==> src/common/mem_stage_config.svh <==
`ifndef MEM_STAGE_CONFIG_SVH
`define MEM_STAGE_CONFIG_SVH

// data and address width.
`define XLEN 32

// data memory depth in 32-bit words.
`define DTIM_WORDS 256

// extra cycles a port waits before ready.
`define DTIM_WAIT 1

`endif
==> src/common/mem_stage_pkg.sv <==
`default_nettype none

`include "mem_stage_config.svh"

package mem_stage_pkg;

  typedef enum logic [3:0] {
    LSU_NONE  = 4'd0,
    LSU_LB    = 4'd1,
    LSU_LH    = 4'd2,
    LSU_LW    = 4'd3,
    LSU_LBU   = 4'd4,
    LSU_LHU   = 4'd5,
    LSU_SB    = 4'd6,
    LSU_SH    = 4'd7,
    LSU_SW    = 4'd8,
    LSU_FENCE = 4'd9
  } lsu_op_t;

  // one instruction slot of the pair.
  typedef struct packed {
    logic             valid;
    lsu_op_t          op;
    logic [`XLEN-1:0] addr;
    logic [`XLEN-1:0] sdata;
    logic [4:0]       waddr;
    logic [`XLEN-1:0] alu_data;
    logic             wren;
  } lane_t;

  typedef struct packed {
    lane_t            lane0;
    lane_t            lane1;
    logic             stall;
    logic [`XLEN-1:0] rdata0;
    logic [`XLEN-1:0] rdata1;
  } mem_reg_t;

  function automatic logic is_load(input lsu_op_t op);
    return (op == LSU_LB) || (op == LSU_LH) || (op == LSU_LW) ||
           (op == LSU_LBU) || (op == LSU_LHU);
  endfunction

  function automatic logic is_store(input lsu_op_t op);
    return (op == LSU_SB) || (op == LSU_SH) || (op == LSU_SW);
  endfunction

  // anything that needs a data memory port.
  function automatic logic is_mem(input lsu_op_t op);
    return is_load(op) || is_store(op) || (op == LSU_FENCE);
  endfunction

endpackage

`default_nettype wire

==> src/store_unit.sv <==
`timescale 1ns/1ps
`default_nettype none

module store_unit
  import mem_stage_pkg::*;
(
  input  lsu_op_t     op,
  input  logic [31:0] addr,
  input  logic [31:0] sdata,
  output logic [31:0] wdata,
  output logic [3:0]  wstrb
);

  always_comb begin
    wdata = sdata;
    wstrb = 4'b0000;
    case (op)
      LSU_SB: begin
        wdata = {4{sdata[7:0]}};
        wstrb = 4'b0001 << addr[1:0];
      end
      LSU_SH: begin
        wdata = {2{sdata[15:0]}};
        // only the upper or lower half, bit 0 is ignored.
        wstrb = addr[1] ? 4'b1100 : 4'b0011;
      end
      LSU_SW: begin
        wstrb = 4'b1111;
      end
      default: begin
        wstrb = 4'b0000;
      end
    endcase
  end

endmodule

`default_nettype wire

==> config.mk <==
export PLATFORM = sky130hd
export DESIGN_NAME = store_unit
export DESIGN_NICKNAME = d
export VERILOG_FILES = /design/src/common/mem_stage_pkg.sv /design/src/store_unit.sv
export VERILOG_INCLUDE_DIRS = /design/src /design/src/common
export SDC_FILE = /design/constraint.sdc
export NUM_CORES = 1
export LEC_CHECK = 0
export BUFFER_PORTS_ARGS = -buffer_cell sky130_fd_sc_hd__clkbuf_2
export CORE_MARGIN = 4
export CORE_UTILIZATION = 27
export DETAILED_ROUTE_END_ITERATION = 7
export PLACE_DENSITY = 0.83
export SLEW_MARGIN = 10
export SYNTH_ARGS = -nofsm -noshare
export SYNTH_HDL_FRONTEND = slang
export SYNTH_SLANG_ARGS = --single-unit
==> constraint.sdc <==
create_clock -name vclk -period 1.15
set_input_delay 0.1725 -clock vclk [all_inputs]
set_output_delay 0.1725 -clock vclk [all_outputs]
set_load 0.02 [all_outputs]
Word level (Yosys, flattened, before mapping). Index checks and enable logic that the tools add are counted.

Equal/unequal tests: 3. Shifts and indexed selects: 1. Multiplexer cells: 3.

Operators with widths (number): 32-bit case mux with 2 select lines (1); 4-bit case mux with 3 select lines (1); 4-bit by 3-bit equality test with 1-bit output (second input constant) (2); 4-bit equality test (second input constant) (1); 4-bit 2-to-1 mux (1); 1-bit by 2-bit left shift with 4-bit output (first input constant) (1).

Flip-flop bits (word level): 0. Bits of input ports: 68. Word-level logic and storage cells: 7.

Depth between registers and ports, before layout.
Depth after elaboration: 2. Gate-level depth with buffers: 3. Gate-level depth less buffers: 2.

Worst setup path after synthesis. OpenSTA, ideal clock, no wires.

Kind: input to output. Start: in op[3]. End: out wstrb[0]. Arrival time: 1.080 ns. Required time: 0.978 ns. Setup slack: -0.103 ns. Cell stages on the path: 3. Path buffers: 1. Cells stage by stage: nand3b_1 > buf_2 > o31ai_1.

Word-level cells in the longest chain between the ends: 2. Elaborated cells between the ends (all ways): 4. Classes of those cells: eq/ne (3); mux (1).

RTL lines: from (decl) (RTL line store_unit.sv:7) `input lsu_op_t op,`; 4-bit equality test / 4-bit by 3-bit equality test with 1-bit output (equally long branches) (RTL line store_unit.sv:17) `case (op)`; 4-bit case mux with 3 select lines * (RTL line store_unit.sv:17); to (decl) (RTL line store_unit.sv:11) `output logic [3:0] wstrb`.

Every way passes the cells marked *; elsewhere a longest branch is shown, timed or not.

Worst setup path in the final report.
Start: in op[2]. End: out wstrb[3].

Same word-level chain as after synthesis.

==> impl_results.html <==
<table>
<tr><th>Metric</th><th>Value</th></tr>
<tr><th colspan="2">Status</th></tr>
<tr><td>Run status</td><td>finished, violations left</td></tr>
<tr><td>Violated checks</td><td>setup timing</td></tr>
<tr><th colspan="2">Pwr</th></tr>
<tr><td>Worst ir drop on vdd</td><td>~0.22 mV</td></tr>
<tr><td>Clock share of power</td><td>0%</td></tr>
<tr><td>Total power per unit cell area</td><td>446 nW/µm²</td></tr>
<tr><td>Switching power total</td><td>236 µW</td></tr>
<tr><td>Cell-internal power</td><td>between 200 and 300 µW</td></tr>
<tr><td>Switching share of power</td><td>about 46%</td></tr>
<tr><td>Logic gate share of total power</td><td>between 90% and 100%</td></tr>
<tr><td>Leakage power total</td><td>between 0.6 and 0.7 nW</td></tr>
<tr><td>PnR Total Power</td><td>between 500 and 600 µW</td></tr>
<tr><td>Sequential Power Share</td><td>0%</td></tr>
<tr><th colspan="2">Synthesis</th></tr>
<tr><td>Combinational family with the most area after synthesis</td><td>multiplexers</td></tr>
<tr><td>Fraction of synthesized cell area in xor and xnor cells</td><td>0%</td></tr>
<tr><td>Synth Area in Compound Gates</td><td>about 5.4%</td></tr>
<tr><td>Cells after Synth</td><td>54</td></tr>
<tr><td>Simple-Gate Fraction of Synth Area</td><td>7.81%</td></tr>
<tr><td>Post-synthesis instance area</td><td>561 µm²</td></tr>
<tr><td>Unique cell type count in the Yosys netlist</td><td>12</td></tr>
<tr><td>Syn avg cell area</td><td>10.4 µm²</td></tr>
<tr><td>YS warnings</td><td>0</td></tr>
<tr><td>Synthesized-area fraction occupied by adder cells</td><td>0%</td></tr>
<tr><td>Net Count, Synth</td><td>122</td></tr>
<tr><td>Seq/Total Area, Yosys</td><td>0%</td></tr>
<tr><td>Fraction of synthesized area in multiplexers</td><td>69.6%</td></tr>
<tr><th colspan="2">Critical path</th></tr>
<tr><td>CP required</td><td>0.98 ns</td></tr>
<tr><td>Crit. End Element</td><td>output pin</td></tr>
<tr><td>Arrival time reported for the critical path endpoint</td><td>approximately 1.2 ns</td></tr>
<tr><td>Crit-path max FO</td><td>4</td></tr>
<tr><td>Setup Crit Path Kind</td><td>input pin to output pin</td></tr>
<tr><td>Crit start category</td><td>input pin</td></tr>
<tr><th colspan="2">Global route</th></tr>
<tr><td>GR met2 Demand/Resource</td><td>28.0%</td></tr>
<tr><td>Global Route met1 Usage</td><td>14.5%</td></tr>
<tr><td>Routing layer with the top usage in global route</td><td>met2</td></tr>
<tr><td>Total global routing track utilization</td><td>13.4%</td></tr>
<tr><td>Global route overflow</td><td>0</td></tr>
<tr><td>Number of antenna violations at the first check in global routing</td><td>0</td></tr>
<tr><td>Global-route wire length before repair</td><td>2980 µm</td></tr>
<tr><td>Largest net degree at the start of global routing</td><td>11</td></tr>
<tr><td>Vias in the first global route</td><td>689</td></tr>
<tr><td>Met3 layer usage reported by global route</td><td>2.22%</td></tr>
<tr><th colspan="2">Timing</th></tr>
<tr><td>Final setup violation count</td><td>28</td></tr>
<tr><td>Setup TNS after final layout</td><td>-4.82 ns</td></tr>
<tr><td>Post-layout min period</td><td>1.38 ns</td></tr>
<tr><td>Final WS setup</td><td>-0.233 ns</td></tr>
<tr><td>Hold Fails Final Rpt</td><td>0</td></tr>
<tr><td>RSZ-0062 raised after global routing</td><td>true</td></tr>
<tr><td>Fraction of the cycle the final worst path needs</td><td>120%</td></tr>
<tr><td>Number of slew-limit violations in the final report</td><td>0</td></tr>
<tr><td>Actual transition at the worst max-transition pin</td><td>0.318 ns</td></tr>
<tr><td>Slew headroom</td><td>78.7%</td></tr>
<tr><td>Top achievable clock speed</td><td>723 MHz</td></tr>
<tr><th colspan="2">Cells and area</th></tr>
<tr><td>Synthesis-to-finish area growth</td><td>106%</td></tr>
<tr><td>Register cell area after layout</td><td>0 µm²</td></tr>
<tr><td>Number of clock-tree buffers in the layout</td><td>0</td></tr>
<tr><td>Layout cells sized above 1</td><td>between 90% and 100%</td></tr>
<tr><td>Most common cell after layout, fill and taps aside</td><td>clkbuf_2</td></tr>
<tr><td>Count of sequential standard cells</td><td>0</td></tr>
<tr><td>Number of diodes</td><td>0</td></tr>
<tr><td>Commonest cells after routing, fill and taps aside</td><td>44 x clkbuf_2, 19 x buf_6, 17 x mux2_4</td></tr>
<tr><td>Final Net Count</td><td>approximately 200</td></tr>
<tr><td>Layout filler cell count</td><td>187</td></tr>
<tr><td>Final Cell Area</td><td>1150 µm²</td></tr>
<tr><th colspan="2">Route</th></tr>
<tr><td>Initial detailed-routing violation count</td><td>0</td></tr>
<tr><td>Number of vias per cell after detailed routing</td><td>approximately 4.6</td></tr>
<tr><td>Via count of the routed design</td><td>706</td></tr>
<tr><td>Routed length per placed instance</td><td>14.2 µm</td></tr>
<tr><td>Antenna viol nets, final</td><td>0</td></tr>
<tr><td>First-pass DRT Iterations</td><td>1</td></tr>
<tr><td>DRC violations left</td><td>0</td></tr>
<tr><td>Total wirelength of the detailed-routed design</td><td>2150 µm</td></tr>
<tr><th colspan="2">Placement</th></tr>
<tr><td>Cell area after placement</td><td>945 µm²</td></tr>
<tr><td>Half-perimeter wire length of the detailed placement result</td><td>1700 µm</td></tr>
<tr><td>Placement Setup Slack</td><td>-0.232 ns</td></tr>
<tr><td>Number of buffer cells added on primary ports</td><td>74</td></tr>
<tr><td>Gp weighted congestion</td><td>0.637</td></tr>
<tr><th colspan="2">Die</th></tr>
<tr><td>I/O pin cnt</td><td>104</td></tr>
<tr><td>Vertical extent of the die</td><td>53.6 µm</td></tr>
<tr><td>Horiz. Die Dim</td><td>53.6 µm</td></tr>
<tr><td>Core area</td><td>~2000 µm²</td></tr>
<tr><td>Initial Utilization</td><td>28.6%</td></tr>
<tr><td>Row count</td><td>16</td></tr>
<tr><td>Overall die area</td><td>around 2900 µm²</td></tr>
<tr><th colspan="2">Worst hold path</th></tr>
<tr><td>Launch instance of the worst min-delay path</td><td>sdata[3]</td></tr>
<tr><td>Hold Crit Endpoint</td><td>wdata[3]</td></tr>
<tr><td>Hold path depth</td><td>2</td></tr>
<tr><td>Class of the worst hold path</td><td>input pin to output pin</td></tr>
<tr><th colspan="2">Run</th></tr>
<tr><td>Max-cap violations</td><td>0</td></tr>
<tr><th colspan="2">Clock tree</th></tr>
<tr><td>Number of buffers inserted for hold repair after clock tree synthesis</td><td>0</td></tr>
<tr><td>Count of buffers added by post-CTS timing repair for setup</td><td>0</td></tr>
</table>
power by group through the flow:
stage / registers (mW) / clock network [mW] / logic [mW]
finish: 0 / 0 / 0.515
global route: 0 / 0 / 0.551
CTS: 0 / 0 / 0.439
detailed placement: 0 / 0 / 0.426
global placement: 0 / 0 / 0.415
floorplan: 0 / 0 / 0.267
synthesized netlist by cell type:
master	number	area, µm²
mux2_2	24	270
buf_4	8	60.1
mux2_4	8	120
o31ai_1	4	30.0
buf_2	2	10.0
buf_6	2	22.5
and4bb_1	1	12.5
inv_1	1	3.75
nand3b_1	1	7.51
nor2_1	1	3.75
nor2b_1	1	6.26
or4b_4	1	13.8
metrics by stage:
step	hold slack, ns	util [%]	std cells
finish	0.604	58.8	152
global route	0.616	58.8	152
CTS	0.604	50.2	152
detailed placement	0.604	48.2	151
global placement	0.594	48.2	151
floorplan	0.458	-	54
worst max-delay path by stage:
stage                           end  startpoint  slack [ns]
after global routing       wstrb[3]       op[2]       -0.26
after CTS                 wdata[12]       op[0]       -0.24
after global placement    wdata[15]       op[0]       -0.21
after floorplan            wstrb[0]       op[3]       -0.10
after detailed placement  wdata[11]       op[0]       -0.23
final                      wstrb[3]       op[2]       -0.23
area by class of cell:
class / count / area, µm² / share of cell area (%)
repair buffers: 83 / 589 / 51.1
multi-input cells: 41 / 527 / 45.7
well taps: 27 / 33.8 / 2.93
inverters: 1 / 3.75 / 0.325
per-layer routing:
metal / wire [µm] / vias up
li1: - / 340
met1: 706 / 316
met3: 275 / 0
met5: 0 / -
met2: 1170 / 50
met4: 0 / 0
cell families (layout without fill, tap and decap cells):
kind of cell	count (synthesis)	after routing
simple gates	5	5
mux	32	32
compound gates	4	4
buf+inv	13	84
what timing repair did:
item / CTS / global route
setup endpoints to repair: 28 / 28
pin swaps: 0 / 2
resized for setup: 10 / 77
gates cloned: 1 / 0
critical path, cell delays in order:
cell and delay (ns):
buf_8 0.10, buf_6 0.10, or4b_4 0.56, o31ai_2 0.09, buf_4 0.18
Note: power is estimated with default switching activity, not from simulation.
