<file path="src/common/mem_stage_config.svh">
`ifndef MEM_STAGE_CONFIG_SVH
`define MEM_STAGE_CONFIG_SVH

// data and address width.
`define XLEN 32

// data memory depth in 32-bit words.
`define DTIM_WORDS 256

// extra cycles a port waits before ready.
`define DTIM_WAIT 1

`endif
</file>
<file path="src/common/mem_stage_pkg.sv">
`default_nettype none

`include "mem_stage_config.svh"

package mem_stage_pkg;

  typedef enum logic [3:0] {
    LSU_NONE  = 4'd0,
    LSU_LB    = 4'd1,
    LSU_LH    = 4'd2,
    LSU_LW    = 4'd3,
    LSU_LBU   = 4'd4,
    LSU_LHU   = 4'd5,
    LSU_SB    = 4'd6,
    LSU_SH    = 4'd7,
    LSU_SW    = 4'd8,
    LSU_FENCE = 4'd9
  } lsu_op_t;

  // one instruction slot of the pair.
  typedef struct packed {
    logic             valid;
    lsu_op_t          op;
    logic [`XLEN-1:0] addr;
    logic [`XLEN-1:0] sdata;
    logic [4:0]       waddr;
    logic [`XLEN-1:0] alu_data;
    logic             wren;
  } lane_t;

  typedef struct packed {
    lane_t            lane0;
    lane_t            lane1;
    logic             stall;
    logic [`XLEN-1:0] rdata0;
    logic [`XLEN-1:0] rdata1;
  } mem_reg_t;

  function automatic logic is_load(input lsu_op_t op);
    return (op == LSU_LB) || (op == LSU_LH) || (op == LSU_LW) ||
           (op == LSU_LBU) || (op == LSU_LHU);
  endfunction

  function automatic logic is_store(input lsu_op_t op);
    return (op == LSU_SB) || (op == LSU_SH) || (op == LSU_SW);
  endfunction

  // anything that needs a data memory port.
  function automatic logic is_mem(input lsu_op_t op);
    return is_load(op) || is_store(op) || (op == LSU_FENCE);
  endfunction

endpackage

`default_nettype wire

</file>
<file path="src/load_unit.sv">
`timescale 1ns/1ps
`default_nettype none

module load_unit
  import mem_stage_pkg::*;
(
  input  lsu_op_t     op,
  input  logic [1:0]  addr,
  input  logic [31:0] rdata,
  output logic [31:0] result
);

  logic [7:0]  byte_sel;
  logic [15:0] half_sel;

  assign byte_sel = rdata[8*addr +: 8];
  assign half_sel = addr[1] ? rdata[31:16] : rdata[15:0];

  always_comb begin
    case (op)
      LSU_LB: begin
        result = {{24{byte_sel[7]}}, byte_sel};
      end
      LSU_LBU: begin
        result = {24'd0, byte_sel};
      end
      LSU_LH: begin
        result = {{16{half_sel[15]}}, half_sel};
      end
      LSU_LHU: begin
        result = {16'd0, half_sel};
      end
      default: begin
        // full word.
        result = rdata;
      end
    endcase
  end

endmodule

`default_nettype wire

</file>
<file path="config.mk">
export PLATFORM = sky130hd
export DESIGN_NAME = load_unit
export DESIGN_NICKNAME = d
export VERILOG_FILES = /design/src/common/mem_stage_pkg.sv /design/src/load_unit.sv
export VERILOG_INCLUDE_DIRS = /design/src /design/src/common
export SDC_FILE = /design/constraint.sdc
export NUM_CORES = 1
export LEC_CHECK = 0
export BUFFER_PORTS_ARGS = -buffer_cell sky130_fd_sc_hd__buf_2
export CORE_MARGIN = 5
export CORE_UTILIZATION = 38
export DETAILED_ROUTE_END_ITERATION = 8
export PLACE_DENSITY_LB_ADDON = 0.25
export SYNTH_ARGS = -nofsm -noshare
export SYNTH_HDL_FRONTEND = slang
export SYNTH_SLANG_ARGS = --single-unit
export TNS_END_PERCENT = 50
</file>
<file path="constraint.sdc">
create_clock -name vclk -period 1.78
set_input_delay 0.089 -clock vclk [all_inputs]
set_output_delay 0.089 -clock vclk [all_outputs]
set_load 0.02 [all_outputs]
</file>
# [After elaboration in Yosys (flattened, before gate mapping)]
# Index checks and enable logic that the tools add are counted.
[classes] add_sub_neg=0 n_mul=0 div=0 magnitude_cmp=0 eq_ne=4 n_shift=1 muxes=2 n_bitwise=0 n_reduce_logical=0
[op_table] op="case mux 32 bit (4 select lines)" n=1
[op_table] op="indexed part select 32 x 6 -> 8 bit" n=1
[op_table] op="two-way mux 16 bit" n=1
[op_table] op="equality test 4 x 3 -> 1 bit, second input constant" n=2
[op_table] op="equality test 4 x 1 -> 1 bit, second input constant" n=1
[op_table] op="equality test 4 x 2 -> 1 bit, second input constant" n=1
[word_totals] regBits=0 latch_bits=0 ram_bits=0 romBits=0 inputBits=38 word_cells=7 mem_count=0

# [Longest topological paths before layout]
# Gate-level depths: netlist (run 1).
[logic_depth] ltp_word=2 mapped_depth=7 depth_no_buf=4

# [Least setup slack after synthesis (run 1)]
# OpenSTA, ideal clock, no wires.
[synth_timing] path_kind="in2out" start="input port op[2]" end="output port result[0]" arrival_ns=1.357 required_time_ns=1.691 path_slack_ns=0.334 stages=6 path_buffers=3 cell_sequence="buf_6 -> o21a_1 -> or3_1 -> buf_2 -> buf_6 -> a221o_1"
[synth_via] elab_chain_len=2 word_cells_on_any_way=5
[synth_lines] element="start, declared" line="load_unit.sv:7" source="input lsu_op_t op,"
[synth_lines] element="equality test 4 x 3 -> 1 bit, or another cell as far along" line="load_unit.sv:20" source="case (op)"
[synth_lines] element="case mux 32 bit (4 select lines) *" line="load_unit.sv:20"
[synth_lines] element="end, declared" line="load_unit.sv:10" source="output logic [31:0] result"
# Every way passes the cells marked *; elsewhere a longest branch is shown, timed or not.

# [Worst setup path in the final report (run 1)]
# Ends and elaborated chain as after synthesis.

==> results.md, run 1 <==
* Final Max Tran Viols at 0
* Filler cells at ~160
* Yosys cell types at 22
* Cell area after layout at between 0.001 and 0.0015 mm^2
* DP Wirelength at roughly 2.1 mm
* Critical path type: primary input to primary output
* IR drop worst, VDD at 164.9 uV
* Worst-margin pin slew at approximately 860 ps
* Period utilization at 0.9499
* Post-Syn Nets at 130
* Crit. End Element: primary output
* Max stage delay on crit path at 370 ps
* End of the critical path: result[0]
* Slowest library cell on the worst path: a221o_1
* Crit path DAT at about 1600 ps
* Final hold vios at 0
* Hold Path Class: primary input to primary output
* Crit path depth at 7
* Final WL at approximately 2.6 mm
* CTS Hold Bufs at 0
* Total power at approximately 0.4 mW
* First drt pass iteration count at 4
* Seq Cell Count at 0
* Result of the run: finished clean
* Initial core utilization at 0.4014
* Most common cell after layout, fill and taps aside: buf_2
* Unrepaired setup endpoints after global routing: false
* Startpoint Class: primary input
* Syn Area/Cell at between 7 and 8 um^2
* Sequential standard cell area at 0 um^2
* Routed WL per cell at about 14 um
* Nets at just under 200
* Cell Area, Placed at 0.001059 mm^2
* Site Rows at 15
* I/O pin count at 70
* IO Port Bufs at 70
* DIE AREA at 0.002778 mm^2
* CLK BUF at 0
* Post-route ant nets at 0
* Die W at roughly 53 um
* DR iter-0 viols at 18
* Initial antenna violation count at 0
* Die Ht at 52.71 um
* Syn-to-layout area delta at 54.69%
* Crit path from: op[2]
* Power per cell area at roughly 370 mW/mm^2
* Vias/cell at 5.413
* Antenna fix cells at 0
* Core ar. at ~0.0017 mm^2
* Worst-path cell chain: buf_2, buf_4, o21a_1, or3_1, buf_4, a221o_1, buf_2
* Global-route wire length before repair at 3.891 mm
* Share of layout cells above drive strength 1 at 0.5472
* Worst Path Max Fanout at 16
* Total gr overflow at 0
* Mapped Cells at 92
* Largest net degree at the start of global routing at 17
* Sequential area share after synthesis at 0
* DR vias at ~1000
* Placer congestion estimate at roughly 0.8
* CP delay by family, top: buffers and inverters
* Leak at roughly 0.65 nW
* Vias in the first global route at approximately 890
* Worst path required time at 1690 ps
* Minimum clock period at about 1700 ps
* Relative slew margins at 0.4261
* Commonest cells after routing, fill and taps aside: buf_2, a21o_1, nand2_1, o211ai_1, nor2_1
* Yosys warning count at 0
* Max-Cap Viols at 0
* Fmax at around 590 MHz
* Residual DRC at 0
* Multi-input gate area at approximately 640 um^2
* Gr usage total at 0.1777
* Cell area after synthesis at a little under 700 um^2
* Final setup vio count at 0
* Buf/Inv on CP at 4
==> power by group <==
part,switching [mW],internal (mW)
sequential,0,0
combinational,0.227,0.165
clock,0,0
==> kinds of logic (layout without fill, tap and decap cells) <==
family,count (synthesis),count (layout),synth area share
AO/OA/AOI/OAI,38,38,0.4386
XOR/XNOR,1,1,0.01264
multiplexers,16,16,0.2617
AND/OR/NAND/NOR,27,27,0.1931
buffers and inverters,10,77,0.09386
==> metal layers <==
metal | wire length, um | GRT usage | up-vias
met5 | 0 | 0 | -
met4 | 34 | 0.03404 | 0
met3 | 222 | 0.01709 | 4
met1 | 1083 | 0.2254 | 445
li1 | - | - | 496
met2 | 1259 | 0.3202 | 51
==> per-stage QoR <==
stage | worst slack, ps | cells | hold slack, ps | setup TNS (ps) | util
after global placement | 52.24 | 184 | 503.5 | 0 | 0.6130
final | 89.18 | 184 | 506.5 | 0 | 0.6210
after global routing | 41.63 | 184 | 525.3 | 0 | 0.6210
after floorplan | 333.9 | 92 | 366.1 | 0 | -
after CTS | 47.29 | 184 | 509.8 | 0 | 0.6181
after detailed placement | -12.40 | 184 | 507.1 | -31.13 | 0.6130
==> worst min path at each step <==
stage                    from         end  slack [ps]  depth (start not counted)
floorplan           rdata[16]  result[16]         370                          1
global placement    rdata[19]  result[19]         500                          3
detailed placement  rdata[19]  result[19]         510                          3
CTS                 rdata[24]  result[24]         510                          3
global route        rdata[19]  result[19]         530                          3
finish              rdata[24]  result[24]         510                          3
==> area by class of cell <==
cell class / instances / area share
Timing Repair Buffer: 76 / 0.3687
Inverter: 1 / 0.003501
Tap cell: 25 / 0.02917
Multi-Input combinational cell: 82 / 0.5986
==> synthesized netlist by cell type, drive strengths merged <==
| cell type | count | area share |
|---|---|---|
| a21o | 16 | 0.17 |
| nand2 | 11 | 0.060 |
| o211ai | 10 | 0.11 |
| nor2 | 9 | 0.049 |
| mux2i | 8 | 0.12 |
| a221o | 7 | 0.10 |
| buf | 7 | 0.078 |
| mux2 | 7 | 0.11 |
| clkbuf | 2 | 0.011 |
| nand3 | 2 | 0.014 |
| nor3 | 2 | 0.014 |
| o21a | 2 | 0.022 |
| a21oi | 1 | 0.0072 |
| a31oi | 1 | 0.0090 |
| inv | 1 | 0.0054 |
| mux4 | 1 | 0.032 |
| nand4b | 1 | 0.034 |
| nor4b | 1 | 0.013 |
| o31ai | 1 | 0.018 |
| or3 | 1 | 0.0090 |
| xor2 | 1 | 0.013 |
==> repair_timing <==
| action | 4_1_cts | 5_1_grt |
|---|---|---|
| setup buffers | 0 | 0 |
| pin swaps | 0 | 0 |
| setup endpoints to repair | 7 | 7 |
| resized for setup | 1 | 1 |
| cloned | 0 | 0 |
Power figures use the tool's default switching activity.
==> run 2, diff against run 1 <==
Settings changed: GPL_ROUTABILITY_DRIVEN set to 0, PLACE_DENSITY set to 0.85, PLACE_DENSITY_LB_ADDON 0.25 to not set.
==> run 2 against run 1 <==
Effect of this change: critical endpoint is now result[4]; combinational power is 1% higher; utilization stayed put; via count is 2.6% higher; hold slack better by 1.5 ps; die area unchanged; setup slack improved by 15 ps; largest cell class unchanged.
==> results.md, run 2 (same netlist as run 1, synthesis figures left out) <==
* Sequential standard cell area at 0 um^2
* Max-Cap Viols at 0
* Syn-to-layout area delta at 54.69%
* Largest net degree at the start of global routing at 32
* Routed WL per cell at approximately 15 um
* Cell area after layout at between 0.001 and 0.0015 mm^2
* Result of the run: finished clean
* Fmax at a little under 600 MHz
* DIE AREA at ~0.0028 mm^2
* Setup slack at placement at -51.97 ps
* Die Ht at 52.71 um
* Worst path required time at 1690 ps
* IR drop worst, VDD at around 170 uV
* Hold Path Class: primary input to primary output
* Critical path type: primary input to primary output
* Filler cells at 160
* Total power at just under 0.4 mW
* Core Util, Final at 0.6210
* Relative slew margins at 0.4529
* Most common cell after layout, fill and taps aside: buf_2
* Vias in the first global route at 932
* CTS Hold Bufs at 0
* Cell Area, Placed at 0.001064 mm^2
* Commonest cells after routing, fill and taps aside: buf_2, a21o_1, nand2_1, o211ai_1, nor2_1
* Final WL at approximately 2.7 mm
* Final hold vios at 0
* CLK BUF at 0
* DR iter-0 viols at 7
* Total gr overflow at 0
* Seq Cell Count at 0
* Multi-input gate area at 636.9 um^2
* Final setup vio count at 0
* Crit. End Element: primary output
* Hold_ws at 508.0 ps
* Minimum clock period at around 1700 ps
* Gr usage total at 0.1806
* Vias/cell at around 5.6
* Antenna fix cells at 0
* Unrepaired setup endpoints after global routing: false
* Die W at around 53 um
* DP Wirelength at approximately 2.2 mm
* Leak at approximately 0.65 nW
* Nets at around 200
* First drt pass iteration count at 4
* Residual DRC at 0
* Initial core utilization at 0.4014
* IO Port Bufs at 70
* Initial antenna violation count at 0
* Power per cell area at between 300 and 400 mW/mm^2
* Period utilization at 0.9414
* Core ar. at approximately 0.0017 mm^2
* Site Rows at 15
* DR vias at between 1000 and 1500
* I/O pin count at 70
* Setup slack after layout at ~100 ps
* Crit path DAT at 1590 ps
* Worst-margin pin slew at 814.4 ps
* Final Max Tran Viols at 0
* Share of layout cells above drive strength 1 at 0.5380
* Post-route ant nets at 0
* Global-route wire length before repair at between 3 and 4 mm
* Startpoint Class: primary input
* Worst Path Max Fanout at 7
* Worst hold stages at 3
[run 2: layout make-up]
type	instances	share of cell area
multi-input cells	82	0.5939
inverters	1	0.003501
well taps	25	0.02917
repair buffers	75	0.3734
[run 2: metal layers]
metal / share of wire / GRT usage / vias to the layer above
met5: 0 / 0 / -
met4: 0 / 0.02553 / 0
met3: 0.082 / 0.01425 / 0
met2: 0.55 / 0.3471 / 53
met1: 0.37 / 0.2170 / 471
li1: - / - / 498
[run 2: critical path, stage by stage]
cell and delay, ps:
buf_2 110, buf_4 150, a21oi_1 80, o21a_1 100
nor3_1 630, a221o_1 270, buf_2 160
[run 2: power by group]
group	internal, mW	total, mW	switching, mW
registers	0	0	0
clock network	0	0	0
logic	0.167	0.396	0.229
total	0.167	0.396	0.229
[run 2: what timing repair did]
action                                  CTS  global route
endpoints found under the setup margin   16             0
setup buffers                             0             0
resized for setup                         1             0
hold endpoints to repair                  0             0
[run 2: stage by stage]
stage                     cells  setup TNS (ps)
after global routing        183               0
after detailed placement    183          -522.1
after floorplan              92               0
after CTS                   183               0
final                       183               0
after global placement      183               0
[run 2: worst paths after layout]
path	start	end	slack, ps
worst max-delay path	op[0]	result[4]	100
worst min-delay path	rdata[29]	result[29]	510
==> run 3, diff against run 2 <==
Clock period 1.78 ns to 1.7 ns, I/O delays scaled along.
==> run 3 against run 2 <==
Effect of this change: clock-buffer cell count stayed put; power is 5.6% higher; via count hardly changed; setup slack better by 14 ps; critical path depth is 1 lower; utilization is 0.72 points higher; combinational power is 5.6% higher; hold slack worse by 7.6 ps.
==> results.md, run 3 (same netlist as run 1, synthesis figures left out) <==
* Result of the run: finished clean
* Site Rows at 15
* IR drop worst, VDD at ~190 uV
* Crit path depth at 6
* Setup TNS at 0 ps
* Final setup vio count at 0
* Max-Cap Viols at 0
* Int Pwr at 0.1768 mW
* GRT met2 Usage at 0.3946
* Antenna fix cells at 0
* Nets at 199
* Setup slack after layout at 118.4 ps
* Vias/cell at approximately 5.5
* Period utilization at 0.9304
* Global-route wire length before repair at 4.457 mm
* Routed WL per cell at around 15 um
* Sequential standard cell area at 0 um^2
* Fmax at about 630 MHz
* Core ar. at ~0.0017 mm^2
* Clock Power Share at 0
* DR iter-0 viols at 11
* Cell Area, Placed at about 0.0011 mm^2
* CLK BUF at 0
* Syn-to-layout area delta at 56.50%
* Worst-path cell chain: buf_2, mux4_2, nand4b_4, o31ai_4, a21o_1, buf_2
* Sw frac at 0.5770
* Most common cell after layout, fill and taps aside: buf_2
* Relative slew margins at 0.5605
* First drt pass iteration count at 4
* Residual DRC at 0
* Crit. End Element: primary output
* Leak at 0.6560 nW
* Postcts setup bufs at 0
* Die Ht at approximately 53 um
* Initial antenna violation count at 0
* Buf/Inv on CP at 2
* Minimum clock period at approximately 1600 ps
* Setup slack at placement at -79.98 ps
* Vias in the first global route at between 1000 and 1500
* Worst path required time at about 1600 ps
* Initial core utilization at 0.4014
* Hold Path Class: primary input to primary output
* Most common cell on crit path: buf_2
* Unrepaired setup endpoints after global routing: false
* DR vias at 1021
* DP Wirelength at around 2.3 mm
* Worst-margin pin slew at roughly 660 ps
* Met3 usage at 0.01994
* Max stage delay on crit path at 550 ps
* Die W at approximately 53 um
* Slowest library cell on the worst path: mux4_2
* Gate power share at 1.000
* Largest net degree at the start of global routing at 32
* I/O pin count at 70
* Critical path type: primary input to primary output
* Met1 Use GR at 0.2337
* DIE AREA at 0.002778 mm^2
* Final Max Tran Viols at 0
* Share of layout cells above drive strength 1 at 0.5472
* NetSw at 0.2412 mW
* Hold_ws at 500.4 ps
* Seq Cell Count at 0
* Total power at between 0.4 and 0.5 mW
* Crit path DAT at roughly 1500 ps
* Gr usage total at 0.2057
* Power per cell area at 385.3 mW/mm^2
* Flop pwr share at 0
* Commonest cells after routing, fill and taps aside: buf_2, a21o_1, nand2_1, o211ai_1, nor2_1
* Total gr overflow at 0
* GRT busiest layer: met2
* CTS Hold Bufs at 0
* IO Port Bufs at 70
* CP delay by family, top: multiplexers
* Worst Path Max Fanout at 16
* Post-route ant nets at 0
* Final WL at 2.777 mm
* Final hold vios at 0
* Cell area after layout at roughly 0.0011 mm^2
* Startpoint Class: primary input
* Worst hold stages at 3
-- run 3: stage by stage --
stage                     instances  utilization
after floorplan                  92            -
after global placement          184       0.6203
after detailed placement        184       0.6203
after CTS                       184       0.6254
after global routing            184       0.6283
final                           184       0.6283
-- run 3: final timing paths --
kind	to	startpoint	slack (ps)
worst max-delay path	result[18]	addr[0]	120
worst min-delay path	result[27]	rdata[27]	500
-- run 3: metal layers --
metal	vias to the layer above	part of all wire	wire [um]
met5	-	0	0
met4	0	0.029	80
met3	8	0.064	178
met2	49	0.53	1485
met1	469	0.37	1032
li1	495	-	-
-- run 3: layout make-up --
cell class,instances,area [um^2]
fill,166,641.9
tap,25,31.28
multi-input combinational,82,641.9
timing repair buffer,76,407.9
inverter,1,3.754
-- run 3: power by group through the flow --
stage / Combinational, mW / Clock, mW / Sequential [mW]
CTS: 0.418 / 0 / 0
detailed placement: 0.415 / 0 / 0
finish: 0.418 / 0 / 0
global route: 0.453 / 0 / 0
floorplan: 0.264 / 0 / 0
global placement: 0.404 / 0 / 0
-- run 3: timing repair --
| item | in CTS | in global routing |
|---|---|---|
| endpoints found under the setup margin | 16 | 7 |
| gates cloned | 0 | 0 |
| resized for setup | 1 | 1 |
| pin swaps | 0 | 0 |
