### src/common/mem_stage_config.svh
`ifndef MEM_STAGE_CONFIG_SVH
`define MEM_STAGE_CONFIG_SVH

// data and address width.
`define XLEN 32

// data memory depth in 32-bit words.
`define DTIM_WORDS 256

// extra cycles a port waits before ready.
`define DTIM_WAIT 1

`endif
### src/common/mem_stage_pkg.sv
`default_nettype none

`include "mem_stage_config.svh"

package mem_stage_pkg;

  typedef enum logic [3:0] {
    LSU_NONE  = 4'd0,
    LSU_LB    = 4'd1,
    LSU_LH    = 4'd2,
    LSU_LW    = 4'd3,
    LSU_LBU   = 4'd4,
    LSU_LHU   = 4'd5,
    LSU_SB    = 4'd6,
    LSU_SH    = 4'd7,
    LSU_SW    = 4'd8,
    LSU_FENCE = 4'd9
  } lsu_op_t;

  // one instruction slot of the pair.
  typedef struct packed {
    logic             valid;
    lsu_op_t          op;
    logic [`XLEN-1:0] addr;
    logic [`XLEN-1:0] sdata;
    logic [4:0]       waddr;
    logic [`XLEN-1:0] alu_data;
    logic             wren;
  } lane_t;

  typedef struct packed {
    lane_t            lane0;
    lane_t            lane1;
    logic             stall;
    logic [`XLEN-1:0] rdata0;
    logic [`XLEN-1:0] rdata1;
  } mem_reg_t;

  function automatic logic is_load(input lsu_op_t op);
    return (op == LSU_LB) || (op == LSU_LH) || (op == LSU_LW) ||
           (op == LSU_LBU) || (op == LSU_LHU);
  endfunction

  function automatic logic is_store(input lsu_op_t op);
    return (op == LSU_SB) || (op == LSU_SH) || (op == LSU_SW);
  endfunction

  // anything that needs a data memory port.
  function automatic logic is_mem(input lsu_op_t op);
    return is_load(op) || is_store(op) || (op == LSU_FENCE);
  endfunction

endpackage

`default_nettype wire

### src/common/dmem_if.sv
`timescale 1ns/1ps
`default_nettype none

`include "mem_stage_config.svh"

interface dmem_if;

  logic             valid;
  logic             fence;
  logic [`XLEN-1:0] addr;
  logic [`XLEN-1:0] wdata;
  logic [3:0]       wstrb;
  logic [`XLEN-1:0] rdata;
  logic             ready;

  modport requester (
    output valid, fence, addr, wdata, wstrb,
    input  rdata, ready
  );

  modport memory (
    input  valid, fence, addr, wdata, wstrb,
    output rdata, ready
  );

endinterface

`default_nettype wire

### src/memory_stage/memory_stage.sv
`timescale 1ns/1ps
`default_nettype none

`include "mem_stage_config.svh"

module memory_stage
  import mem_stage_pkg::*;
(
  input  logic             clock,
  input  logic             reset,
  input  logic             clear,
  input  lane_t            lane0_in,
  input  lane_t            lane1_in,
  dmem_if.requester        dmem0,
  dmem_if.requester        dmem1,
  input  logic [`XLEN-1:0] store0_wdata,
  input  logic [3:0]       store0_wstrb,
  input  logic [`XLEN-1:0] store1_wdata,
  input  logic [3:0]       store1_wstrb,
  input  logic [`XLEN-1:0] load0_data,
  input  logic [`XLEN-1:0] load1_data,
  output logic             stall,
  output lane_t            wb0,
  output lane_t            wb1,
  output lane_t            fwd0,
  output lane_t            fwd1
);

  mem_reg_t   r;
  mem_reg_t   r_next;
  logic [1:0] pend;
  logic [1:0] pend_next;
  logic       accept;
  logic       squash;
  logic       issue0;
  logic       issue1;

  // loads and alu results write the register file, x0 never.
  function automatic lane_t prepare(input lane_t lane);
    lane_t res;
    res = lane;
    res.wren = lane.valid && (lane.waddr != 5'd0) &&
               (is_load(lane.op) || (lane.op == LSU_NONE));
    return res;
  endfunction

  function automatic lane_t finish(input lane_t lane, input logic pending,
                                   input logic ready, input logic [`XLEN-1:0] fresh,
                                   input logic [`XLEN-1:0] held);
    lane_t res;
    res = lane;
    if (is_load(lane.op)) begin
      res.alu_data = pending ? fresh : held;
      res.wren     = lane.wren && (!pending || ready);
    end
    return res;
  endfunction

  assign accept = !r.stall && !clear;
  assign squash = lane0_in.valid && (lane0_in.op == LSU_FENCE);
  assign issue0 = accept && lane0_in.valid && is_mem(lane0_in.op);
  assign issue1 = accept && lane1_in.valid && is_mem(lane1_in.op) && !squash;

  assign dmem0.valid = issue0;
  assign dmem0.fence = (lane0_in.op == LSU_FENCE);
  assign dmem0.addr  = lane0_in.addr;
  assign dmem0.wdata = store0_wdata;
  assign dmem0.wstrb = store0_wstrb;

  assign dmem1.valid = issue1;
  assign dmem1.fence = (lane1_in.op == LSU_FENCE);
  assign dmem1.addr  = lane1_in.addr;
  assign dmem1.wdata = store1_wdata;
  assign dmem1.wstrb = store1_wstrb;

  always_comb begin
    r_next    = r;
    pend_next = pend;
    if (r.stall) begin
      if (pend[0] && dmem0.ready) begin
        pend_next[0]  = 1'b0;
        r_next.rdata0 = load0_data;
      end
      if (pend[1] && dmem1.ready) begin
        pend_next[1]  = 1'b0;
        r_next.rdata1 = load1_data;
      end
      r_next.stall = |pend_next;
    end else begin
      r_next.lane0 = prepare(lane0_in);
      r_next.lane1 = prepare(lane1_in);
      // fence in lane 0 kills its partner.
      if (squash) begin
        r_next.lane1.valid = 1'b0;
        r_next.lane1.wren  = 1'b0;
      end
      pend_next    = {issue1, issue0};
      r_next.stall = issue0 || issue1;
    end
    if (clear) begin
      r_next.lane0.valid = 1'b0;
      r_next.lane0.wren  = 1'b0;
      r_next.lane1.valid = 1'b0;
      r_next.lane1.wren  = 1'b0;
      r_next.stall       = 1'b0;
      pend_next          = 2'b00;
    end
  end

  always_ff @(posedge clock) begin
    if (!reset) begin
      r.lane0.valid <= 1'b0;
      r.lane0.wren  <= 1'b0;
      r.lane1.valid <= 1'b0;
      r.lane1.wren  <= 1'b0;
      r.stall       <= 1'b0;
      pend          <= 2'b00;
    end else begin
      r    <= r_next;
      pend <= pend_next;
    end
  end

  assign fwd0  = finish(r.lane0, pend[0], dmem0.ready, load0_data, r.rdata0);
  assign fwd1  = finish(r.lane1, pend[1], dmem1.ready, load1_data, r.rdata1);
  assign stall = r.stall;

  // once stall is low the forwarded lanes are the finished pair.
  always_ff @(posedge clock) begin
    if (!reset) begin
      wb0.valid <= 1'b0;
      wb0.wren  <= 1'b0;
      wb1.valid <= 1'b0;
      wb1.wren  <= 1'b0;
    end else if (!r.stall && !clear) begin
      wb0 <= fwd0;
      wb1 <= fwd1;
    end else begin
      wb0.valid <= 1'b0;
      wb0.wren  <= 1'b0;
      wb1.valid <= 1'b0;
      wb1.wren  <= 1'b0;
    end
  end

endmodule

`default_nettype wire

### src/flat_wrapper.sv
// flat-port wrapper written by rule: the top's interface ports become plain ports
module memory_stage_flat import mem_stage_pkg::*;
  (clock, reset, clear, lane0_in, lane1_in, store0_wdata, store0_wstrb, store1_wdata, store1_wstrb, load0_data, load1_data, stall, wb0, wb1, fwd0, fwd1, dmem0_valid, dmem0_fence, dmem0_addr, dmem0_wdata, dmem0_wstrb, dmem0_rdata, dmem0_ready, dmem1_valid, dmem1_fence, dmem1_addr, dmem1_wdata, dmem1_wstrb, dmem1_rdata, dmem1_ready);
  dmem_if dmem0_i ();
  dmem_if dmem1_i ();
  input  logic clock;
  input  logic reset;
  input  logic clear;
  input  lane_t lane0_in;
  input  lane_t lane1_in;
  input  logic [`XLEN-1:0] store0_wdata;
  input  logic [3:0] store0_wstrb;
  input  logic [`XLEN-1:0] store1_wdata;
  input  logic [3:0] store1_wstrb;
  input  logic [`XLEN-1:0] load0_data;
  input  logic [`XLEN-1:0] load1_data;
  output logic stall;
  output lane_t wb0;
  output lane_t wb1;
  output lane_t fwd0;
  output lane_t fwd1;
  output wire logic [$bits(dmem0_i.valid)-1:0] dmem0_valid;
  output wire logic [$bits(dmem0_i.fence)-1:0] dmem0_fence;
  output wire logic [$bits(dmem0_i.addr)-1:0] dmem0_addr;
  output wire logic [$bits(dmem0_i.wdata)-1:0] dmem0_wdata;
  output wire logic [$bits(dmem0_i.wstrb)-1:0] dmem0_wstrb;
  input wire logic [$bits(dmem0_i.rdata)-1:0] dmem0_rdata;
  input wire logic [$bits(dmem0_i.ready)-1:0] dmem0_ready;
  output wire logic [$bits(dmem1_i.valid)-1:0] dmem1_valid;
  output wire logic [$bits(dmem1_i.fence)-1:0] dmem1_fence;
  output wire logic [$bits(dmem1_i.addr)-1:0] dmem1_addr;
  output wire logic [$bits(dmem1_i.wdata)-1:0] dmem1_wdata;
  output wire logic [$bits(dmem1_i.wstrb)-1:0] dmem1_wstrb;
  input wire logic [$bits(dmem1_i.rdata)-1:0] dmem1_rdata;
  input wire logic [$bits(dmem1_i.ready)-1:0] dmem1_ready;
  assign dmem0_valid = dmem0_i.valid;
  assign dmem0_fence = dmem0_i.fence;
  assign dmem0_addr = dmem0_i.addr;
  assign dmem0_wdata = dmem0_i.wdata;
  assign dmem0_wstrb = dmem0_i.wstrb;
  assign dmem0_i.rdata = dmem0_rdata;
  assign dmem0_i.ready = dmem0_ready;
  assign dmem1_valid = dmem1_i.valid;
  assign dmem1_fence = dmem1_i.fence;
  assign dmem1_addr = dmem1_i.addr;
  assign dmem1_wdata = dmem1_i.wdata;
  assign dmem1_wstrb = dmem1_i.wstrb;
  assign dmem1_i.rdata = dmem1_rdata;
  assign dmem1_i.ready = dmem1_ready;
  memory_stage u_core (.clock(clock), .reset(reset), .clear(clear), .lane0_in(lane0_in), .lane1_in(lane1_in), .dmem0(dmem0_i), .dmem1(dmem1_i), .store0_wdata(store0_wdata), .store0_wstrb(store0_wstrb), .store1_wdata(store1_wdata), .store1_wstrb(store1_wstrb), .load0_data(load0_data), .load1_data(load1_data), .stall(stall), .wb0(wb0), .wb1(wb1), .fwd0(fwd0), .fwd1(fwd1));
endmodule
### config.mk
export PLATFORM = sky130hd
export DESIGN_NAME = memory_stage_flat
export DESIGN_NICKNAME = d
export VERILOG_FILES = /design/src/common/mem_stage_pkg.sv /design/src/common/dmem_if.sv /design/src/memory_stage/memory_stage.sv /design/src/flat_wrapper.sv
export VERILOG_INCLUDE_DIRS = /design/src /design/src/common
export SDC_FILE = /design/constraint.sdc
export NUM_CORES = 1
export LEC_CHECK = 0
export ABC_AREA = 1
export BUFFER_PORTS_ARGS = -buffer_cell sky130_fd_sc_hd__buf_2
export CORE_AREA = 5 5 380 382
export CTS_CLUSTER_SIZE = 40
export DETAILED_ROUTE_END_ITERATION = 8
export DIE_AREA = 0 0 385 387
export GPL_ROUTABILITY_DRIVEN = 0
export GPL_TIMING_DRIVEN = 0
export PLACE_DENSITY_LB_ADDON = 0.05
export SYNTH_ARGS = -nofsm -noshare
export SYNTH_HDL_FRONTEND = slang
export SYNTH_SLANG_ARGS = --single-unit
### constraint.sdc
create_clock -name clock -period 11.8 [get_ports clock]
set_input_delay 1.77 -clock clock [delete_from_list [all_inputs] [get_ports clock]]
set_output_delay 1.77 -clock clock [all_outputs]
set_load 0.05 [all_outputs]
# After elaboration in Yosys (flattened, before gate mapping)
# Index checks and enable logic that the tools add are counted.
# W data, S select, Z words.
word_totals:
  register_bits: 495
  inputBits: 419
  output_inout_bits: 569
  elab_cells: 133
classes:
  eq_ne: 28
  mux: 12
  n_bitwise: 2
  reduce_logical: 59
ops:
  columns: ["op", "n"]
  rows:
  - ["$mux W33", 2]
  - ["$mux W32", 2]
  - ["$eq A4 B3 Y1 const B", 12]
  - ["$eq A4 B2 Y1 const B", 8]
  - ["$logic_or A1 B1 Y1", 29]
  - ["$eq A4 B1 Y1 const B", 4]
  - ["$eq A4 B4 Y1 const B", 4]
  - ["$logic_and A1 B1 Y1", 15]
  - ["$reduce_bool A5 Y1", 2]
  - ["$logic_not A4 Y1", 2]
  - ["$mux W1", 7]
  - ["$reduce_and A3 Y1", 2]
  - ["$logic_not A1 Y1", 5]
  - ["$reduce_and A2 Y1", 2]
  - ["$reduce_or A2 Y1", 2]
  - ["$mux W2", 1]
  - ["$not A1 Y1", 2]

# Depth between registers and ports, before layout
# Gate-level depths: netlist of the first run.
depth:
  word_depth: 11
  depth_mapped: 9

# Least setup slack after synthesis of the first run
# OpenSTA, ideal clock, no wires.
synth_timing:
  path_kind: "input to register"
  startpoint: "input port reset"
  endpoint: "register, netlist name u_core.wb0[100]"
  setup_time_ns: 0.786
  arrival_ns: 10.773
  t_required_ns: 11.014
  slack_ns: 0.242
  stages: 4
  path_buffers: 0
  path_cell_list: "inv_2 nor2_1 inv_2 nor2_1"
synth_between:
  elab_chain_len: 1
synth_rtl:
  columns: ["item", "line", "text"]
  rows:
  - ["from (decl)", "flat_wrapper.sv:7", "input logic reset;"]
  - ["$reduce_and A2 Y1 (no source line)", null, null]
# No other way between the ends.
# A chain may end at the register's enable or synchronous reset.

==> run metrics, run 1 <==
Hold Buf Count CTS=0; crit-path most repeated cell=buf_2; final setup fails=0; Combinational Power Share=0.162; routed wire length=78690 um; IO Count=988; syn_area_per_cell=16.03 um2; CTS root buffer=clkbuf_16; vias in the first global route=13380; Primary FF master, synth=edfxtp_1; asr flop ratio synth=0; Seq/Total Area, Yosys=0.7940; WP buf/inv=2; metal2 WL=41760 um; CTS Sinks=495; largest net degree at the start of global routing=30; first-pass GRT wire length=106500 um; Critical R2R Launch=u_core.stall; EDFF count, synth=484; post-synth top area cell=edfxtp_1; hold path start=u_core.fwd0[106]; drt first-iter violations=452; Clk pwr share=0.421; H-tree levels=3; Clock Path Buffers=3; most instantiated cells after synthesis=edfxtp_1 (484), buf_4 (286), nand2_1 (152), nor2_1 (90), a31oi_1 (64); worst setup path startpoint=load1_data[26]; Synthesis Warnings=0; grt total ovfl=0; clk_lat worst skew=0.63 ns; most frequent cell after synthesis=edfxtp_1; final core occ=0.1983; max_cap viols=0; Synth cell types=17; total die area=149000 um2; TritonRoute pass-1 iters=4; post-CTS setup buffers=0; RSZ-0062 raised after global routing=false; top cells by area, synth=edfxtp_1 (78%), buf_4 (12%), nand2_1 (3.1%); CP arrival=2.84 ns; Setup Skew=0.01727 ns; fin nets=2520; DR vias/cell=3.070; Slew HR=0.4863; Syn-to-layout area delta=50.16%; Buffers on Ports=849; detailed-route wire length per cell=19.36 um; post-cts repair resize count=0; CP peak stage delay=0.49 ns; M1 wire length=27780 um; Die H=387 um; final hold violations=0; DRC Markers=0; status=complete, no violations; Seq pwr share=0.416; Int Power=3481 uW; Startpoint Class=primary input; top sig layer=met5; Lkg Pwr=0.01147 uW; via count=12480; worst min path class=reg -> reg; Synth Instances=1159; Detail Placement HPWL=62070 um; worst-path cell chain=buf_2 > nand2_1 > a31oi_1 > buf_2; Fmax achieved=0.2168 GHz; synthesized cell area=18580 um2; flops & latches, synth=495; Design Area, Final=27900 um2; Layout fillers=15400; CTS Buf Count=71; worst vdd rail ir drop=0.07872 mV; Syn Nets=1578; Net Sw Frac=0.2982; CTS tree=built; row cnt=138; die span in x=385 um; critical path class=in -> out; post-synth top area share=0.7822; Final ANT Viol Nets=0; Clock transition at path regs=0.05 ns; Slew Limit Fails=0; Starting Density=0.1320; CP top delay family=buffers and inverters; CP max-delay cell=buf_2; Period Utilization, post-route=0.3909; min cycle time layout=4.613 ns; antenna violations before repair=34; metal3 WL=7071 um; pwr dens=177.8 nW/um2; placed inst area=25630 um2; crit path max fanout=2; share of layout cells above drive strength 1=0.5958; GRT Total Usage=0.1012; Slew @ Worst Pin=0.7688 ns; Core Footprint=140700 um2; NetSw=1479 uW; Crit path required time=10.03 ns; CP endpoint kind=primary output
## cell families (layout without fill, tap and decap cells)
group | Yosys count | after routing | synth area share
other | 0 | 19 | 0
DFF | 495 | 495 | 0.7940
buffers and inverters | 338 | 1334 | 0.1299
AOI/OAI and AO/OA | 74 | 74 | 0.02444
and+or+nand+nor | 252 | 252 | 0.05165
## power by group through the flow
| stage | sequential, uW | clock (uW) | combinational [uW] |
|---|---|---|---|
| 6_report | 2060 | 2090 | 805 |
| 5_1_grt | 2070 | 2280 | 848 |
| 4_1_cts | 2060 | 2220 | 829 |
| 3_5_place_dp | 2100 | 0 | 828 |
| 3_3_place_gp | 2150 | 0 | 811 |
| 2_1_floorplan | 2240 | 0 | 431 |
## state kept, by name, indices dropped and copies added (netlist names)
| signal | cells |
|---|---|
| u_core.stall | 1 |
| u_core.pend | 2 |
| u_core.wb1 | 107 |
| u_core.wb0 | 107 |
| u_core.r | 130 |
| u_core.fwd0 | 74 |
| u_core.fwd1 | 74 |
## tightest hold or removal path, stage by stage (launching register included)
cell     delay (ns)
dfxtp_1        0.31
inv_1          0.05
nor2_1         0.03
## area by class of cell
| cell class | instances | area [um2] | area share |
|---|---|---|---|
| sequential | 495 | 14750 | 0.5288 |
| timing repair buffer | 869 | 4657 | 0.1669 |
| tap | 1890 | 2365 | 0.08475 |
| buffer | 312 | 2316 | 0.08300 |
| clock buffer | 95 | 1897 | 0.06798 |
| multi-input combinational | 326 | 1444 | 0.05175 |
| clock inverter | 32 | 325.3 | 0.01166 |
| inverter | 26 | 97.59 | 0.003498 |
| antenna | 19 | 47.55 | 0.001704 |
## layout by cell type, fill, tap and decap left out, types with 8 or more instances in the layout
master     netlist  final
a31oi_1         64     64
buf_12           0     19
buf_2           15    864
buf_4          286    286
clkbuf_1         4     25
clkbuf_16        0     71
clkinv_1         0     13
dfxtp_1         11     11
diode_2          0     19
edfxtp_1       484    484
inv_1           18     18
inv_2            8      8
nand2_1        152    152
nor2_1          90     86
## worst paths after layout
check	end	slack (ns)	cells past startpoint
setup / recovery	fwd1[27]	7.19	4
hold / removal	u_core.wb0[106]	0.44	2
setup reg to reg	u_core.fwd0[38]	9.30	7
hold reg to reg	u_core.wb0[106]	0.44	2
## metrics by stage
stage               instances  power, uW  hold slack [ns]  setup WS (ns)  TNS [ns]
floorplan                1159       2675           0.4220         0.2415         0
global placement         3898       2966           0.4302         -9.483  -3739.68
detailed placement       3918       2928           0.4328          7.076         0
CTS                      4045       5113           0.4290          7.052         0
global route             4049       5202           0.4450          6.998         0
finish                   4064       4960           0.4391          7.187         0
## metal layers
| layer | up-vias | global-route usage |
|---|---|---|
| li1 | 5777 | - |
| met2 | 574 | 0.1887 |
| met3 | 124 | 0.03872 |
| met5 | - | 0 |
| met4 | 14 | 0.03652 |
| met1 | 5988 | 0.1017 |
No activity file was read; power rests on OpenSTA's default activity.
==> run 2: changes to the inputs <==
clock period = 3.9 ns   (was 11.8 ns; I/O delays follow)
==> run 2 against run 1 <==
  * Sequential power rose to 3.0 times the previous value
  * Largest power group is now sequential cells
  * Cell area about the same
  * Critical path type is now reg -> out
  * Largest cell class unchanged
  * Total power increased to 3.0 times the previous value
  * Sequential share of layout area hardly changed
  * Hold slack worse by 0.33 ns
  * Worst setup slack worse by 6.7 ns
  * Via count grew 0.47%
  * Highest routed layer unchanged
  * Routed wire length up 3.6%
  * Sequential cell count stayed put
  * Clock skew up 0.0048 ns
  * Register-to-register slack got worse by 7.7 ns
==> run metrics, run 2 (same netlist as run 1, synthesis figures left out) <==
status=complete, no violations (unchanged); crit path max fanout=10 (was 2); Cells after DPL=3920 (was 3918); antenna violations before repair=47 (was 34); final hold violations=0 (unchanged); Lkg Pwr=0.01146 uW (was 0.01147 uW); Setup Skew=0.02205 ns (was 0.01727 ns); Slew @ Worst Pin=0.7788 ns (was 0.7688 ns); DR vias/cell=3.085 (was 3.070); max reg flops=130 (unchanged); share of layout cells above drive strength 1=0.5993 (was 0.5958); Starting Density=0.1320 (unchanged); final core occ=0.1981 (was 0.1983); DRC Markers=0 (unchanged); WHS=0.1141 ns (was 0.4391 ns); vias in the first global route=13300 (was 13380); CTS Sinks=495 (unchanged); Syn-to-layout area delta=50.06% (was 50.16%); RSZ-0062 raised after global routing=false (unchanged); H-tree levels=3 (unchanged); grt total ovfl=0 (unchanged); IO Count=988 (unchanged); Critical R2R Launch=u_core.stall (unchanged); Regs by FF count=u_core.r: 130 flops, u_core.wb0: 107 flops, u_core.wb1: 107 flops (unchanged); pwr dens=530.7 nW/um2 (was 177.8 nW/um2); routed wire length=81530 um (was 78690 um); critical path class=reg -> out (was in -> out); reg2reg end=u_core.wb1[55] (was u_core.fwd0[38]); max_cap viols=0 (unchanged); row cnt=138 (unchanged); Startpoint Class=flop (was primary input); Int Power=10320 uW (was 3481 uW); Final ANT Viol Nets=0 (unchanged); total die area=149000 um2 (unchanged); Clock Path Buffers=3 (unchanged); Sequential Area=14760 um2 (was 14750 um2); NetSw=4475 uW (was 1479 uW); Net Sw Frac=0.3024 (was 0.2982); most flop-heavy register=u_core.r (unchanged); min cycle time layout=3.446 ns; Hold Crit Endpoint=u_core.r[84] (was u_core.wb0[106]); FF-to-FF path depth=6 (was 7); Clock transition at path regs=0.06 ns (was 0.05 ns); Combinational Power Share=0.166 (was 0.162); CP endpoint kind=primary output (unchanged); drt first-iter violations=387 (was 452); GRT Total Usage=0.1050 (was 0.1012); detailed-route wire length per cell=20.06 um (was 19.36 um); Crit path required time=3.31 ns (was 10.03 ns); Slew HR=0.4796 (was 0.4863); Slew Limit Fails=0 (unchanged); Setup TNS Final=0 ns (unchanged); worst setup path startpoint=u_core.fwd0[104] (was load1_data[26]); CTS tree=built (unchanged); CP arrival=2.86 ns (was 2.84 ns); Detail Placement HPWL=64320 um (was 62070 um); commonest non-fill, non-tap cells in the layout=buf_2 (864), edfxtp_1 (484), buf_4 (286), nand2_1 (152), nor2_1 (85) (was buf_2 (864), edfxtp_1 (484), buf_4 (286), nand2_1 (152), nor2_1 (86)); Buffers on Ports=849 (unchanged); first-pass GRT wire length=109300 um (was 106500 um); post-cts repair resize count=0 (unchanged); clk_lat worst skew=0.64 ns (was 0.63 ns); worst vdd rail ir drop=0.2103 mV (was 0.07872 mV); CTS root buffer=clkbuf_16 (unchanged); largest net degree at the start of global routing=29 (was 30); internal reg-to-reg setup slack=1.59 ns (was 9.30 ns); final setup fails=0 (unchanged); post-CTS setup buffers=0 (unchanged); commonest non-fill, non-tap cell in the layout=buf_2 (unchanged); via count=12540 (was 12480); worst min path class=in -> reg (was reg -> reg); die span in x=385 um (unchanged); hold path start=lane1_in[19] (was u_core.fwd0[106]); Die H=387 um (unchanged); Seq pwr share=0.422 (was 0.416); Clk pwr share=0.412 (was 0.421); worst hold path depth=1 (was 2); CTS Buf Count=71 (unchanged); Layout fillers=15360 (was 15400); Hold Buf Count CTS=0 (unchanged); Layout Cells excl Fill=4064 (unchanged); area occupied by multi-input gates=1451 um2 (was 1444 um2); TritonRoute pass-1 iters=5 (was 4); Period Utilization, post-route=0.8837; Core Footprint=140700 um2 (unchanged); fin nets=2522 (was 2520); Fmax achieved=0.2902 GHz
## run 2: through the flow
stage	area, um2	power, uW	setup slack (ns)
6_report	27880	14800	0.4537
5_1_grt	27840	15530	0.2607
4_1_cts	27830	15250	0.2429
3_5_place_dp	25710	8888	0.9179
3_3_place_gp	25230	8877	-3.767
2_1_floorplan	18620	8039	-0.4255
## run 2: power groups by stage
stage | clock network, uW | registers (uW) | logic [uW]
CTS | 6470 | 6250 | 2530
detailed placement | 0 | 6360 | 2530
floorplan | 0 | 6730 | 1310
finish | 6090 | 6250 | 2460
global route | 6670 | 6270 | 2590
global placement | 0 | 6410 | 2470
## run 2: per-layer routing
metal,track usage,wire [um]
met3,0.04151,7677
met5,0,116
met2,0.1960,43200
met4,0.03327,1830
met1,0.1062,28700
## run 2: worst max-delay path by stage
| stage | to | slack, ns | cells after the start |
|---|---|---|---|
| detailed placement | u_core.wb1[88] | 0.92 | 9 |
| floorplan | u_core.wb0[100] | -0.43 | 4 |
| global placement | u_core.fwd0[95] | -3.77 | 3 |
| CTS | fwd0[22] | 0.24 | 7 |
| finish | fwd0[31] | 0.45 | 7 |
| global route | fwd0[22] | 0.26 | 7 |
## run 2: cell type report
type	instances	area share
Clock inverter	27	0.006372
Multi-Input combinational cell	326	0.05205
Timing Repair Buffer	871	0.1690
Inverter	26	0.004039
Antenna cell	23	0.002064
Tap cell	1890	0.08481
Buffer	312	0.08306
Sequential cell	495	0.5292
Clock buffer	94	0.06942
## run 2: worst max-delay path, stage by stage (launching register included)
cell      delay (ns)
edfxtp_1        0.44
a21oi_1         0.17
nand2_1         0.10
inv_2           0.28
buf_6           0.25
nor2_1          0.06
a31oi_1         0.53
buf_2           0.39
